### src/sd_proto_pkg.sv
// SD bus protocol types, command indices, card states, response kinds and status bit positions
package sd_proto_pkg;

   typedef logic [47:0]  cmd_frame_t;
   typedef logic [5:0]   cmd_index_t;
   typedef logic [31:0]  cmd_arg_t;
   typedef logic [15:0]  rca_t;
   typedef logic [31:0]  card_status_t;
   // sent MSB first
   typedef logic [135:0] resp_frame_t;

   typedef enum logic [3:0] {
      CARD_IDLE  = 4'd0,
      CARD_READY = 4'd1,
      CARD_IDENT = 4'd2,
      CARD_STBY  = 4'd3,
      CARD_TRAN  = 4'd4,
      CARD_DATA  = 4'd5,
      CARD_RCV   = 4'd6,
      CARD_PRG   = 4'd7,
      CARD_DIS   = 4'd8,
      CARD_INA   = 4'd9
   } card_state_e;

   // NONE and BAD never reach the PHY
   typedef enum logic [3:0] {
      RESP_NONE = 4'd0,
      RESP_BAD  = 4'd1,
      RESP_R1   = 4'd2,
      RESP_R1B  = 4'd3,
      RESP_R2   = 4'd4,
      RESP_R3   = 4'd5,
      RESP_R6   = 4'd6,
      RESP_R7   = 4'd7
   } resp_kind_e;

   localparam cmd_index_t CMD0_GO_IDLE        = 6'd0;
   localparam cmd_index_t CMD2_ALL_SEND_CID   = 6'd2;
   localparam cmd_index_t CMD3_SEND_REL_ADDR  = 6'd3;
   localparam cmd_index_t CMD7_SEL_CARD       = 6'd7;
   localparam cmd_index_t CMD8_SEND_IF_COND   = 6'd8;
   localparam cmd_index_t CMD9_SEND_CSD       = 6'd9;
   localparam cmd_index_t CMD10_SEND_CID      = 6'd10;
   localparam cmd_index_t CMD13_SEND_STATUS   = 6'd13;
   localparam cmd_index_t CMD15_GO_INACTIVE   = 6'd15;
   localparam cmd_index_t CMD55_APP_CMD       = 6'd55;
   localparam cmd_index_t ACMD41_SEND_OP_COND = 6'd41;

   // card status word bit positions
   localparam int STAT_COM_CRC_ERROR   = 23;
   localparam int STAT_ILLEGAL_COMMAND = 22;
   localparam int STAT_STATE_MSB       = 12;
   localparam int STAT_STATE_LSB       = 9;
   localparam int STAT_READY_FOR_DATA  = 8;
   localparam int STAT_APP_CMD         = 5;

endpackage

### src/sd_card_pkg.sv
// identity registers of the emulated card: CID, CSD and OCR fields
package sd_card_pkg;

   typedef logic [127:0] card_reg_t;
   typedef logic [31:0]  ocr_t;

   // manufacturer, OEM "EM", name "EMUSD", rev 1.0, serial, date, crc/end
   localparam card_reg_t CARD_CID = {
      8'h7E, 16'h454D, 40'h454D555344, 8'h10, 32'h0C0FFEE1,
      4'h0, 12'h0B3, 8'hFF
   };

   // CSD version 2.0, 512 byte blocks
   localparam card_reg_t CARD_CSD = {
      2'b01, 6'h00, 8'h0E, 8'h00, 8'h32, 12'h5B5, 4'h9,
      1'b0, 1'b0, 1'b0, 1'b0, 6'h00,
      22'h003B37, 1'b0,
      1'b1, 7'h7F, 7'h00, 1'b0, 2'b00, 3'b010, 4'h9, 1'b0, 5'h00,
      1'b0, 1'b0, 1'b0, 1'b0, 2'b00, 2'b00,
      8'hFF
   };

   // 2.7 to 3.6 V
   localparam logic [23:0] OCR_VOLTAGE_WINDOW = 24'hFF8000;

   localparam int OCR_POWER_UP_BIT  = 31;
   localparam int OCR_HIGH_CAPACITY = 30;

endpackage

### src/sd_cmd_capture.sv
// command strobe edge detect, CRC gate and command field latch
`timescale 1ns/1ps

module sd_cmd_capture (
   input  logic                     clk_50,
   input  logic                     reset_s,
   input  sd_proto_pkg::cmd_frame_t phy_cmd_in,
   input  logic                     phy_cmd_in_crc_good,
   input  logic                     phy_cmd_in_act,
   input  logic                     accept,
   output logic                     cmd_valid,
   output sd_proto_pkg::cmd_index_t cmd_index,
   output sd_proto_pkg::cmd_arg_t   cmd_arg,
   output logic                     crc_fail
);

   logic act_prev;
   logic take;

   // rising strobe edge while the sequencer is idle
   assign take = phy_cmd_in_act & ~act_prev & accept;

   always_ff @(posedge clk_50) begin
      if (!reset_s) begin
         act_prev  <= 1'b0;
         cmd_valid <= 1'b0;
         crc_fail  <= 1'b0;
      end else begin
         act_prev  <= phy_cmd_in_act;
         cmd_valid <= take & phy_cmd_in_crc_good;
         crc_fail  <= take & ~phy_cmd_in_crc_good;
      end
   end

   // start and transmission bits and crc7 are not kept
   always_ff @(posedge clk_50) begin
      if (take && phy_cmd_in_crc_good) begin
         cmd_index <= phy_cmd_in[45:40];
         cmd_arg   <= phy_cmd_in[39:8];
      end
   end

endmodule

### src/sd_card_status.sv
// 32-bit card status register
`timescale 1ns/1ps

module sd_card_status (
   input  logic                         clk_50,
   input  logic                         reset_s,
   input  logic                         crc_fail,
   input  logic                         cmd_accepted,
   input  logic                         illegal_set,
   input  logic                         app_set,
   input  logic                         app_clear,
   input  sd_proto_pkg::card_state_e    card_state,
   output sd_proto_pkg::card_status_t   status,
   output logic                         app_cmd
);

   import sd_proto_pkg::*;

   always_ff @(posedge clk_50) begin
      if (!reset_s) begin
         status                      <= '0;
         status[STAT_READY_FOR_DATA] <= 1'b1;
      end else begin
         // a good command clears the error bits of the previous one
         if (cmd_accepted) begin
            status[STAT_COM_CRC_ERROR]   <= 1'b0;
            status[STAT_ILLEGAL_COMMAND] <= 1'b0;
         end
         if (crc_fail) begin
            status[STAT_COM_CRC_ERROR] <= 1'b1;
         end
         if (illegal_set) begin
            status[STAT_ILLEGAL_COMMAND] <= 1'b1;
         end

         if (app_set) begin
            status[STAT_APP_CMD] <= 1'b1;
         end else if (app_clear) begin
            status[STAT_APP_CMD] <= 1'b0;
         end

         // no data path, so always ready
         status[STAT_READY_FOR_DATA]            <= 1'b1;
         status[STAT_STATE_MSB:STAT_STATE_LSB] <= card_state;
      end
   end

   assign app_cmd = status[STAT_APP_CMD];

endmodule

### src/sd_card_fsm.sv
// command sequencer with card state, RCA, OCR and ACMD41 poll counter
`timescale 1ns/1ps

module sd_card_fsm #(
   parameter int          ACMD41_BUSY_POLLS = 3,
   parameter logic [15:0] RCA_STEP          = 16'h1337
) (
   input  logic                      clk_50,
   input  logic                      reset_s,
   input  logic                      cmd_valid,
   input  sd_proto_pkg::cmd_index_t  cmd_index,
   input  sd_proto_pkg::cmd_arg_t    cmd_arg,
   input  logic                      app_cmd,
   input  logic                      resp_sent,
   output logic                      accept,
   output logic                      cmd_accepted,
   output logic                      illegal_set,
   output logic                      app_set,
   output logic                      app_clear,
   output logic                      resp_start,
   output sd_proto_pkg::resp_kind_e  resp_kind,
   output sd_proto_pkg::card_state_e card_state,
   output sd_proto_pkg::rca_t        rca,
   output sd_card_pkg::ocr_t         ocr,
   output sd_proto_pkg::cmd_arg_t    resp_arg,
   output sd_proto_pkg::cmd_index_t  cmd_in_last,
   output logic                      err_unhandled_cmd
);

   import sd_proto_pkg::*;
   import sd_card_pkg::*;

   // high capacity card, not yet powered up
   localparam ocr_t OCR_RESET = (ocr_t'(1) << OCR_HIGH_CAPACITY) | ocr_t'(OCR_VOLTAGE_WINDOW);

   typedef enum logic [1:0] {
      SEQ_IDLE,
      SEQ_DECODE,
      SEQ_UPDATE,
      SEQ_WAIT
   } seq_e;

   seq_e        seq;
   card_state_e card_state_next;
   logic [7:0]  poll_count;
   logic        retry;
   logic        rca_match;
   logic        quiet_done;
   logic        resp_done;
   logic        addressed;

   assign rca_match  = (cmd_arg[31:16] == rca);
   assign addressed  = card_state inside {CARD_STBY, CARD_TRAN, CARD_DATA, CARD_RCV,
                                          CARD_PRG, CARD_DIS};
   assign accept       = (seq == SEQ_IDLE);
   assign cmd_accepted = accept & cmd_valid;
   assign quiet_done   = (seq == SEQ_UPDATE) && (resp_kind inside {RESP_NONE, RESP_BAD});
   assign resp_done    = (seq == SEQ_WAIT) && resp_sent;
   assign illegal_set  = (seq == SEQ_UPDATE) && (resp_kind == RESP_BAD);
   assign app_set      = (seq == SEQ_UPDATE) && (resp_kind == RESP_R1) &&
                         (cmd_index == CMD55_APP_CMD);
   // app mode ends with the command that follows CMD55
   assign app_clear    = (quiet_done || resp_done) && app_cmd && (cmd_index != CMD55_APP_CMD);

   always_ff @(posedge clk_50) begin
      resp_start <= 1'b0;
      if (!reset_s) begin
         seq               <= SEQ_IDLE;
         card_state        <= CARD_IDLE;
         rca               <= '0;
         ocr               <= OCR_RESET;
         poll_count        <= '0;
         retry             <= 1'b0;
         cmd_in_last       <= '0;
         err_unhandled_cmd <= 1'b0;
      end else begin
         case (seq)
            SEQ_IDLE: begin
               retry <= 1'b0;
               if (cmd_valid) begin
                  cmd_in_last <= cmd_index;
                  seq         <= SEQ_DECODE;
               end
            end
            SEQ_DECODE: begin
               seq             <= SEQ_UPDATE;
               card_state_next <= card_state;
               // illegal unless a case below accepts it
               resp_kind       <= RESP_BAD;
               if (app_cmd && !retry) begin
                  case (cmd_index)
                     ACMD41_SEND_OP_COND: begin
                        if (card_state == CARD_IDLE) begin
                           resp_kind <= RESP_R3;
                           // zero voltage window is only a query
                           if (cmd_arg[OCR_HIGH_CAPACITY] && cmd_arg[23:0] != '0) begin
                              if (poll_count >= ACMD41_BUSY_POLLS) begin
                                 ocr[OCR_POWER_UP_BIT] <= 1'b1;
                                 card_state_next       <= CARD_READY;
                              end else begin
                                 poll_count <= poll_count + 8'd1;
                              end
                           end
                        end
                     end
                     default: begin
                        // try the same index again as a plain command
                        retry <= 1'b1;
                        seq   <= SEQ_DECODE;
                     end
                  endcase
               end else begin
                  case (cmd_index)
                     CMD0_GO_IDLE: begin
                        resp_kind <= RESP_NONE;
                        if (card_state != CARD_INA) begin
                           card_state_next <= CARD_IDLE;
                           rca             <= '0;
                           ocr             <= OCR_RESET;
                           poll_count      <= '0;
                        end
                     end
                     CMD2_ALL_SEND_CID: begin
                        if (card_state == CARD_READY) begin
                           resp_kind       <= RESP_R2;
                           card_state_next <= CARD_IDENT;
                        end
                     end
                     CMD3_SEND_REL_ADDR: begin
                        if (card_state inside {CARD_IDENT, CARD_STBY}) begin
                           rca             <= rca + RCA_STEP;
                           resp_kind       <= RESP_R6;
                           card_state_next <= CARD_STBY;
                        end
                     end
                     CMD7_SEL_CARD: begin
                        if (rca_match) begin
                           if (card_state inside {CARD_STBY, CARD_DIS}) begin
                              resp_kind       <= RESP_R1B;
                              card_state_next <= CARD_TRAN;
                           end
                        end else begin
                           // deselect, no response
                           resp_kind <= RESP_NONE;
                           if (card_state inside {CARD_TRAN, CARD_DATA}) begin
                              card_state_next <= CARD_STBY;
                           end else if (card_state == CARD_PRG) begin
                              card_state_next <= CARD_DIS;
                           end
                        end
                     end
                     CMD8_SEND_IF_COND: begin
                        if (card_state == CARD_IDLE) begin
                           resp_kind <= (cmd_arg[11:8] == 4'h1) ? RESP_R7 : RESP_NONE;
                           resp_arg  <= {20'h0, 4'h1, cmd_arg[7:0]};
                        end
                     end
                     CMD9_SEND_CSD, CMD10_SEND_CID: begin
                        if (!rca_match) begin
                           resp_kind <= RESP_NONE;
                        end else if (card_state == CARD_STBY) begin
                           resp_kind <= RESP_R2;
                        end
                     end
                     CMD13_SEND_STATUS: begin
                        if (!rca_match) begin
                           resp_kind <= RESP_NONE;
                        end else if (addressed) begin
                           resp_kind <= RESP_R1;
                        end
                     end
                     CMD15_GO_INACTIVE: begin
                        if (!rca_match) begin
                           resp_kind <= RESP_NONE;
                        end else if (addressed) begin
                           resp_kind       <= RESP_NONE;
                           card_state_next <= CARD_INA;
                        end
                     end
                     CMD55_APP_CMD: begin
                        if (!rca_match) begin
                           resp_kind <= RESP_NONE;
                        end else if (addressed || card_state == CARD_IDLE) begin
                           resp_kind <= RESP_R1;
                        end
                     end
                     default: err_unhandled_cmd <= 1'b1;
                  endcase
               end
            end
            SEQ_UPDATE: begin
               // status word takes illegal and app bits in this cycle
               if (quiet_done) begin
                  card_state <= card_state_next;
                  seq        <= SEQ_IDLE;
               end else begin
                  resp_start <= 1'b1;
                  seq        <= SEQ_WAIT;
               end
            end
            SEQ_WAIT: begin
               if (resp_sent) begin
                  card_state <= card_state_next;
                  seq        <= SEQ_IDLE;
               end
            end
            default: seq <= SEQ_IDLE;
         endcase
      end
   end

endmodule

### src/sd_resp_builder.sv
// response frame packing and the act/done response handshake with the PHY
`timescale 1ns/1ps

module sd_resp_builder (
   input  logic                        clk_50,
   input  logic                        reset_s,
   input  logic                        resp_start,
   input  sd_proto_pkg::resp_kind_e    resp_kind,
   input  sd_proto_pkg::cmd_index_t    cmd_index,
   input  sd_proto_pkg::card_status_t  status,
   input  sd_proto_pkg::rca_t          rca,
   input  sd_card_pkg::ocr_t           ocr,
   input  sd_proto_pkg::cmd_arg_t      resp_arg,
   input  logic                        phy_resp_done,
   output sd_proto_pkg::resp_frame_t   phy_resp_out,
   output logic [3:0]                  phy_resp_type,
   output logic                        phy_resp_act,
   output logic                        resp_sent
);

   import sd_proto_pkg::*;
   import sd_card_pkg::*;

   resp_frame_t frame;
   card_reg_t   ident;
   logic        done_prev;
   logic        armed;

   assign ident = (cmd_index == CMD9_SEND_CSD) ? CARD_CSD : CARD_CID;

   // 48-bit formats sit in the top bits, zero padded below
   always_comb begin
      frame = '0;
      case (resp_kind)
         RESP_R1, RESP_R1B: frame = {2'b00, cmd_index, status, 8'h01, 88'h0};
         RESP_R2:           frame = {2'b00, 6'b111111, ident[127:1], 1'b1};
         RESP_R3:           frame = {2'b00, 6'b111111, ocr, 8'hFF, 88'h0};
         RESP_R6: frame = {2'b00, 6'b000011, rca, status[STAT_COM_CRC_ERROR],
                           status[STAT_ILLEGAL_COMMAND], status[19], status[12:0],
                           8'h01, 88'h0};
         RESP_R7:           frame = {2'b00, 6'b001000, resp_arg, 8'h01, 88'h0};
         default:           frame = '0;
      endcase
   end

   always_ff @(posedge clk_50) begin
      if (resp_start) begin
         phy_resp_out  <= frame;
         phy_resp_type <= resp_kind;
      end
   end

   // act rises one cycle after the frame is held
   always_ff @(posedge clk_50) begin
      if (!reset_s) begin
         done_prev    <= 1'b0;
         armed        <= 1'b0;
         phy_resp_act <= 1'b0;
         resp_sent    <= 1'b0;
      end else begin
         done_prev <= phy_resp_done;
         armed     <= resp_start;
         resp_sent <= 1'b0;
         if (armed) begin
            phy_resp_act <= 1'b1;
         end else if (phy_resp_act && phy_resp_done && !done_prev) begin
            phy_resp_act <= 1'b0;
            resp_sent    <= 1'b1;
         end
      end
   end

endmodule

### src/sd_cmd_link.sv
// SD command link top level: capture, card FSM, status register and response builder
`timescale 1ns/1ps

module sd_cmd_link #(
   parameter int          ACMD41_BUSY_POLLS = 3,
   parameter logic [15:0] RCA_STEP          = 16'h1337
) (
   input  logic                      clk_50,
   input  logic                      reset_s,
   input  sd_proto_pkg::cmd_frame_t  phy_cmd_in,
   input  logic                      phy_cmd_in_crc_good,
   input  logic                      phy_cmd_in_act,
   output sd_proto_pkg::resp_frame_t phy_resp_out,
   output logic [3:0]                phy_resp_type,
   output logic                      phy_resp_act,
   input  logic                      phy_resp_done,
   output sd_proto_pkg::card_state_e link_card_state,
   output sd_proto_pkg::cmd_index_t  cmd_in_last,
   output logic                      err_cmd_crc,
   output logic                      err_unhandled_cmd
);

   import sd_proto_pkg::*;
   import sd_card_pkg::*;

   logic         accept;
   logic         cmd_valid;
   logic         crc_fail;
   cmd_index_t   cmd_index;
   cmd_arg_t     cmd_arg;
   logic         cmd_accepted;
   logic         illegal_set;
   logic         app_set;
   logic         app_clear;
   logic         app_cmd;
   card_status_t status;
   logic         resp_start;
   logic         resp_sent;
   resp_kind_e   resp_kind;
   rca_t         rca;
   ocr_t         ocr;
   cmd_arg_t     resp_arg;

   sd_cmd_capture sd_cmd_capture_inst (
      .clk_50, .reset_s, .phy_cmd_in, .phy_cmd_in_crc_good, .phy_cmd_in_act,
      .accept, .cmd_valid, .cmd_index, .cmd_arg, .crc_fail
   );

   sd_card_fsm #(
      .ACMD41_BUSY_POLLS (ACMD41_BUSY_POLLS),
      .RCA_STEP          (RCA_STEP)
   ) sd_card_fsm_inst (
      .clk_50, .reset_s, .cmd_valid, .cmd_index, .cmd_arg, .app_cmd, .resp_sent,
      .accept, .cmd_accepted, .illegal_set, .app_set, .app_clear, .resp_start,
      .resp_kind, .card_state (link_card_state), .rca, .ocr, .resp_arg,
      .cmd_in_last, .err_unhandled_cmd
   );

   sd_card_status sd_card_status_inst (
      .clk_50, .reset_s, .crc_fail, .cmd_accepted, .illegal_set, .app_set,
      .app_clear, .card_state (link_card_state), .status, .app_cmd
   );

   sd_resp_builder sd_resp_builder_inst (
      .clk_50, .reset_s, .resp_start, .resp_kind, .cmd_index, .status, .rca, .ocr,
      .resp_arg, .phy_resp_done, .phy_resp_out, .phy_resp_type, .phy_resp_act,
      .resp_sent
   );

   // sticky until reset
   always_ff @(posedge clk_50) begin
      if (!reset_s) begin
         err_cmd_crc <= 1'b0;
      end else if (crc_fail) begin
         err_cmd_crc <= 1'b1;
      end
   end

endmodule

### config.mk
export PLATFORM = sky130hd
export DESIGN_NAME = sd_cmd_link
export DESIGN_NICKNAME = d
export VERILOG_FILES = /design/src/sd_proto_pkg.sv /design/src/sd_card_pkg.sv /design/src/sd_cmd_capture.sv /design/src/sd_card_status.sv /design/src/sd_card_fsm.sv /design/src/sd_resp_builder.sv /design/src/sd_cmd_link.sv
export SDC_FILE = /design/constraint.sdc
export NUM_CORES = 1
export LEC_CHECK = 0
export BUFFER_PORTS_ARGS = -buffer_cell sky130_fd_sc_hd__buf_2
export CAP_MARGIN = 25
export CELL_PAD_IN_SITES_DETAIL_PLACEMENT = 0
export CELL_PAD_IN_SITES_GLOBAL_PLACEMENT = 1
export CORE_UTILIZATION = 43
export DETAILED_ROUTE_END_ITERATION = 8
export HOLD_SLACK_MARGIN = 0.15
export MAX_ROUTING_LAYER = met4
export PLACE_DENSITY_LB_ADDON = 0.1
export SLEW_MARGIN = 40
export SYNTH_ARGS = -nofsm -noshare
export SYNTH_HDL_FRONTEND = slang
export SYNTH_SLANG_ARGS = --single-unit
export TNS_END_PERCENT = 20
### constraint.sdc
create_clock -name clk_50 -period 5.8 [get_ports clk_50]
set_input_delay 1.16 -clock clk_50 [delete_from_list [all_inputs] [get_ports clk_50]]
set_output_delay 1.16 -clock clk_50 [all_outputs]
set_load 0.01 [all_outputs]
==> results.yml <==
grt:
  antenna_found_initial: 0
  grt_pass1_wl_microns: 26600
  grt-ovfl-total: 0
  grt_start_max_net_pins: 41
  first_global_vias: 4745
  track_usage_pct: 20.6
pwr:
  finalPower_mw: 2.55
  peakVddDrop_mv: 0.188
  powerDensity_nw_per_um2: 308
  p_leak_nw: 3.47
drt:
  wirelength_microns: 16800
  first_pass_iters: 4
  route.detailed.drc: 0
  vias_per_cell: 5.08
  dr_total_vias: 5006
  first_iter_violations: 329
  wl_per_cell_microns: 17.1
  antenna_left: 0
critical_path:
  critPathMostFrequentCell: "nor2_1"
  cpMaxStageDelayCell: "or4b_4"
  critPathMaxStageDelay_ps: 700
  critPathTopFamily: "simple AND/OR/NAND/NOR gates"
  cp_cell_sequence: "or4b_4 > nor2_1 > nor2_1 > and2_1 > or2_2 > a21o_1"
  critPathRequiredTime_ps: 5980
  cp.depth: 6
  cp-startpoint: "sd_cmd_capture_inst.cmd_index[1]"
  r2r-start: "sd_cmd_capture_inst.cmd_index[1]"
  cp_max_fo: 16
  reg2reg_depth: 6
  path_buf_inv: 0
  endpoint_kind: "flop"
  endpoint: "sd_resp_builder_inst.phy_resp_out[112]"
  r2r_end: "sd_resp_builder_inst.phy_resp_out[112]"
  cp-start-kind: "flop"
  worstPathArrival_ps: 2970
  path_class: "flop to flop"
  rrSetupSlack_ps: 3010
timing:
  drv_slew: 0
  fin_ws_ps: 3010
  fin_skew_ps: 6.15
  fmax_mhz: 359
  period_minus_slack_ps: 2790
  rsz0062_at_grt: "false"
  max_slew_margin_pct: 49.8
  worst_slew_pin_slew_ps: 746
  setup_viol: 0
  finalSetupTns_ps: 0
  hold_viol: 0
  fin_crit_sh_pct: 48.1
synthesis:
  syn_avg_cell_area_sq_um: 10.9
  synth_area_sq_um: 7310
  synth_edf_count: 101
  yosys_warnings: 0
  synth_cell_types: 61
  syn_inst: 670
  synthArstFlopShare_pct: 0
  ys_seq_area_share_pct: 56.6
  synth-seq-cells: 156
  ys.flop_type: "edfxtp_1"
cts:
  cts_setup_buffers: 0
  htree_levels: 4
  clock_path_buffers: 2
  cts_buffers: 17
  cts_sinks: 156
  clk_latency_ps: 430
  cts_hold_buf: 0
  cts_tree: "done"
  cts_resized: 0
  clk_pin_slew_worst_paths_ps: 60
  cts_root_buf: "clkbuf_16"
die:
  initial_core_util_pct: 44.1
  rows: 47
  dieArea_sq_um: 17500
  dieHeight_microns: 132
  core_sq_um: 16600
  ioPinCount: 206
  die_w_microns: 132
finish:
  num_antenna_cells: 0
  drive_gt1_share_pct: 26.4
  layout.nets: 808
  layout_commonest_cell: "buf_2"
  areaGrowthSynthToFinish_pct: 13.3
  layout_common_cells: "buf_2 (159), edfxtp_1 (101), dfxtp_1 (54)"
  finish.instance_area_sq_um: 8280
placed_design:
  dp.final_hpwl_microns: 12100
  gp_congestion: 0.873
  pre_cts_slack_ps: 3010
  portBuffers: 159
  dpl_cell_area_sq_um: 7680
min_path:
  hp-class: "flop to flop"
  hold_start: "err_cmd_crc"
outcome:
  status: "completed"
flow_run:
  maxCapViolCount: 0
==> layer usage <==
metal  vias to the layer above  track usage [%]  wire length (microns)
li1                       2411                -                      -
met5                         -                -                      0
met3                        18             4.38                   1020
met1                      2389             27.2                   7810
met4                         0             7.09                    274
met2                       188             31.2                   7750
==> per-stage QoR <==
step | utilization (%) | instances | hold WS [ps]
2_1_floorplan | - | 705 | 426
3_3_place_gp | 46.3 | 954 | 430
3_5_place_dp | 46.3 | 954 | 442
4_1_cts | 49.9 | 986 | 458
5_1_grt | 49.9 | 986 | 467
6_report | 49.9 | 986 | 455
==> registers in the layout (all words and copies together), names as in the netlist, 2 cells and up <==
signal and cells:
sd_cmd_capture_inst.cmd_arg 32, sd_resp_builder_inst.phy_resp_out 45, sd_card_fsm_inst.card_state 4, sd_card_status_inst.status 7
sd_cmd_capture_inst.cmd_index 6, sd_card_fsm_inst.cmd_in_last 6, sd_card_fsm_inst.poll_count 8, sd_card_fsm_inst.resp_kind 3
sd_card_fsm_inst.resp_arg 8, sd_card_fsm_inst.rca 16, sd_card_fsm_inst.seq 2, sd_resp_builder_inst.phy_resp_type 3
sd_card_fsm_inst.card_state_next 4
==> cell type report <==
class / instances / area (sq um)
multi-input cells: 406 / 2420
clock buffers: 20 / 437
fillers: 1540 / 8300
flip-flops and latches: 156 / 4140
well taps: 220 / 275
clock inverters: 12 / 161
repair buffers: 161 / 811
inverters: 11 / 41.3
==> cell usage after synthesis (all sizes together), types with 3 or more instances <==
library cell / number / area [sq um]
a211oi: 4 / 30.0
a21boi: 9 / 67.6
a21o: 21 / 158
a21oi: 21 / 105
a22o: 3 / 26.3
a31oi: 3 / 18.8
and2: 14 / 87.6
and3: 19 / 119
buf: 97 / 722
clkbuf: 35 / 131
dfxtp: 55 / 1100
edfxtp: 101 / 3030
inv: 11 / 41.3
mux2i: 6 / 60.1
nand2: 42 / 158
nand2b: 12 / 75.1
nand3: 10 / 50.1
nand4: 8 / 50.1
nor2: 52 / 198
nor2b: 15 / 93.8
nor3: 15 / 75.1
nor4: 12 / 75.1
nor4b: 3 / 26.3
o21a: 6 / 45.0
o21ai: 22 / 110
o311a: 3 / 30.0
xnor2: 9 / 78.8
xor2: 22 / 193
==> where the power goes <==
group          internal (mW)  switching, mW  leakage [nW]
Sequential              1.23         0.0391          1.37
Clock                  0.682          0.454         0.285
Combinational         0.0564         0.0974          1.82
Total                   1.96          0.591          3.47
==> worst min-delay path by stage <==
stage,endpoint,slack (ps),cells past startpoint
floorplan,sd_card_fsm_inst.ocr[31],430,2
global placement,sd_card_fsm_inst.resp_arg[7],430,0
detailed placement,err_cmd_crc,440,1
CTS,sd_card_fsm_inst.resp_arg[5],460,0
global route,sd_card_fsm_inst.resp_arg[5],470,0
finish,err_cmd_crc,460,1
==> kinds of logic after synthesis <==
kind of cell	share of synthesized area (%)
AO/OA/AOI/OAI	10.6
other	0.0513
multiplexers	0.822
adder cells (fa/ha/maj)	0.342
XOR/XNOR	3.72
AND/OR/NAND/NOR	15.6
buffers and inverters	12.2
flip-flops	56.6
Note: power is estimated with default switching activity, not from simulation.
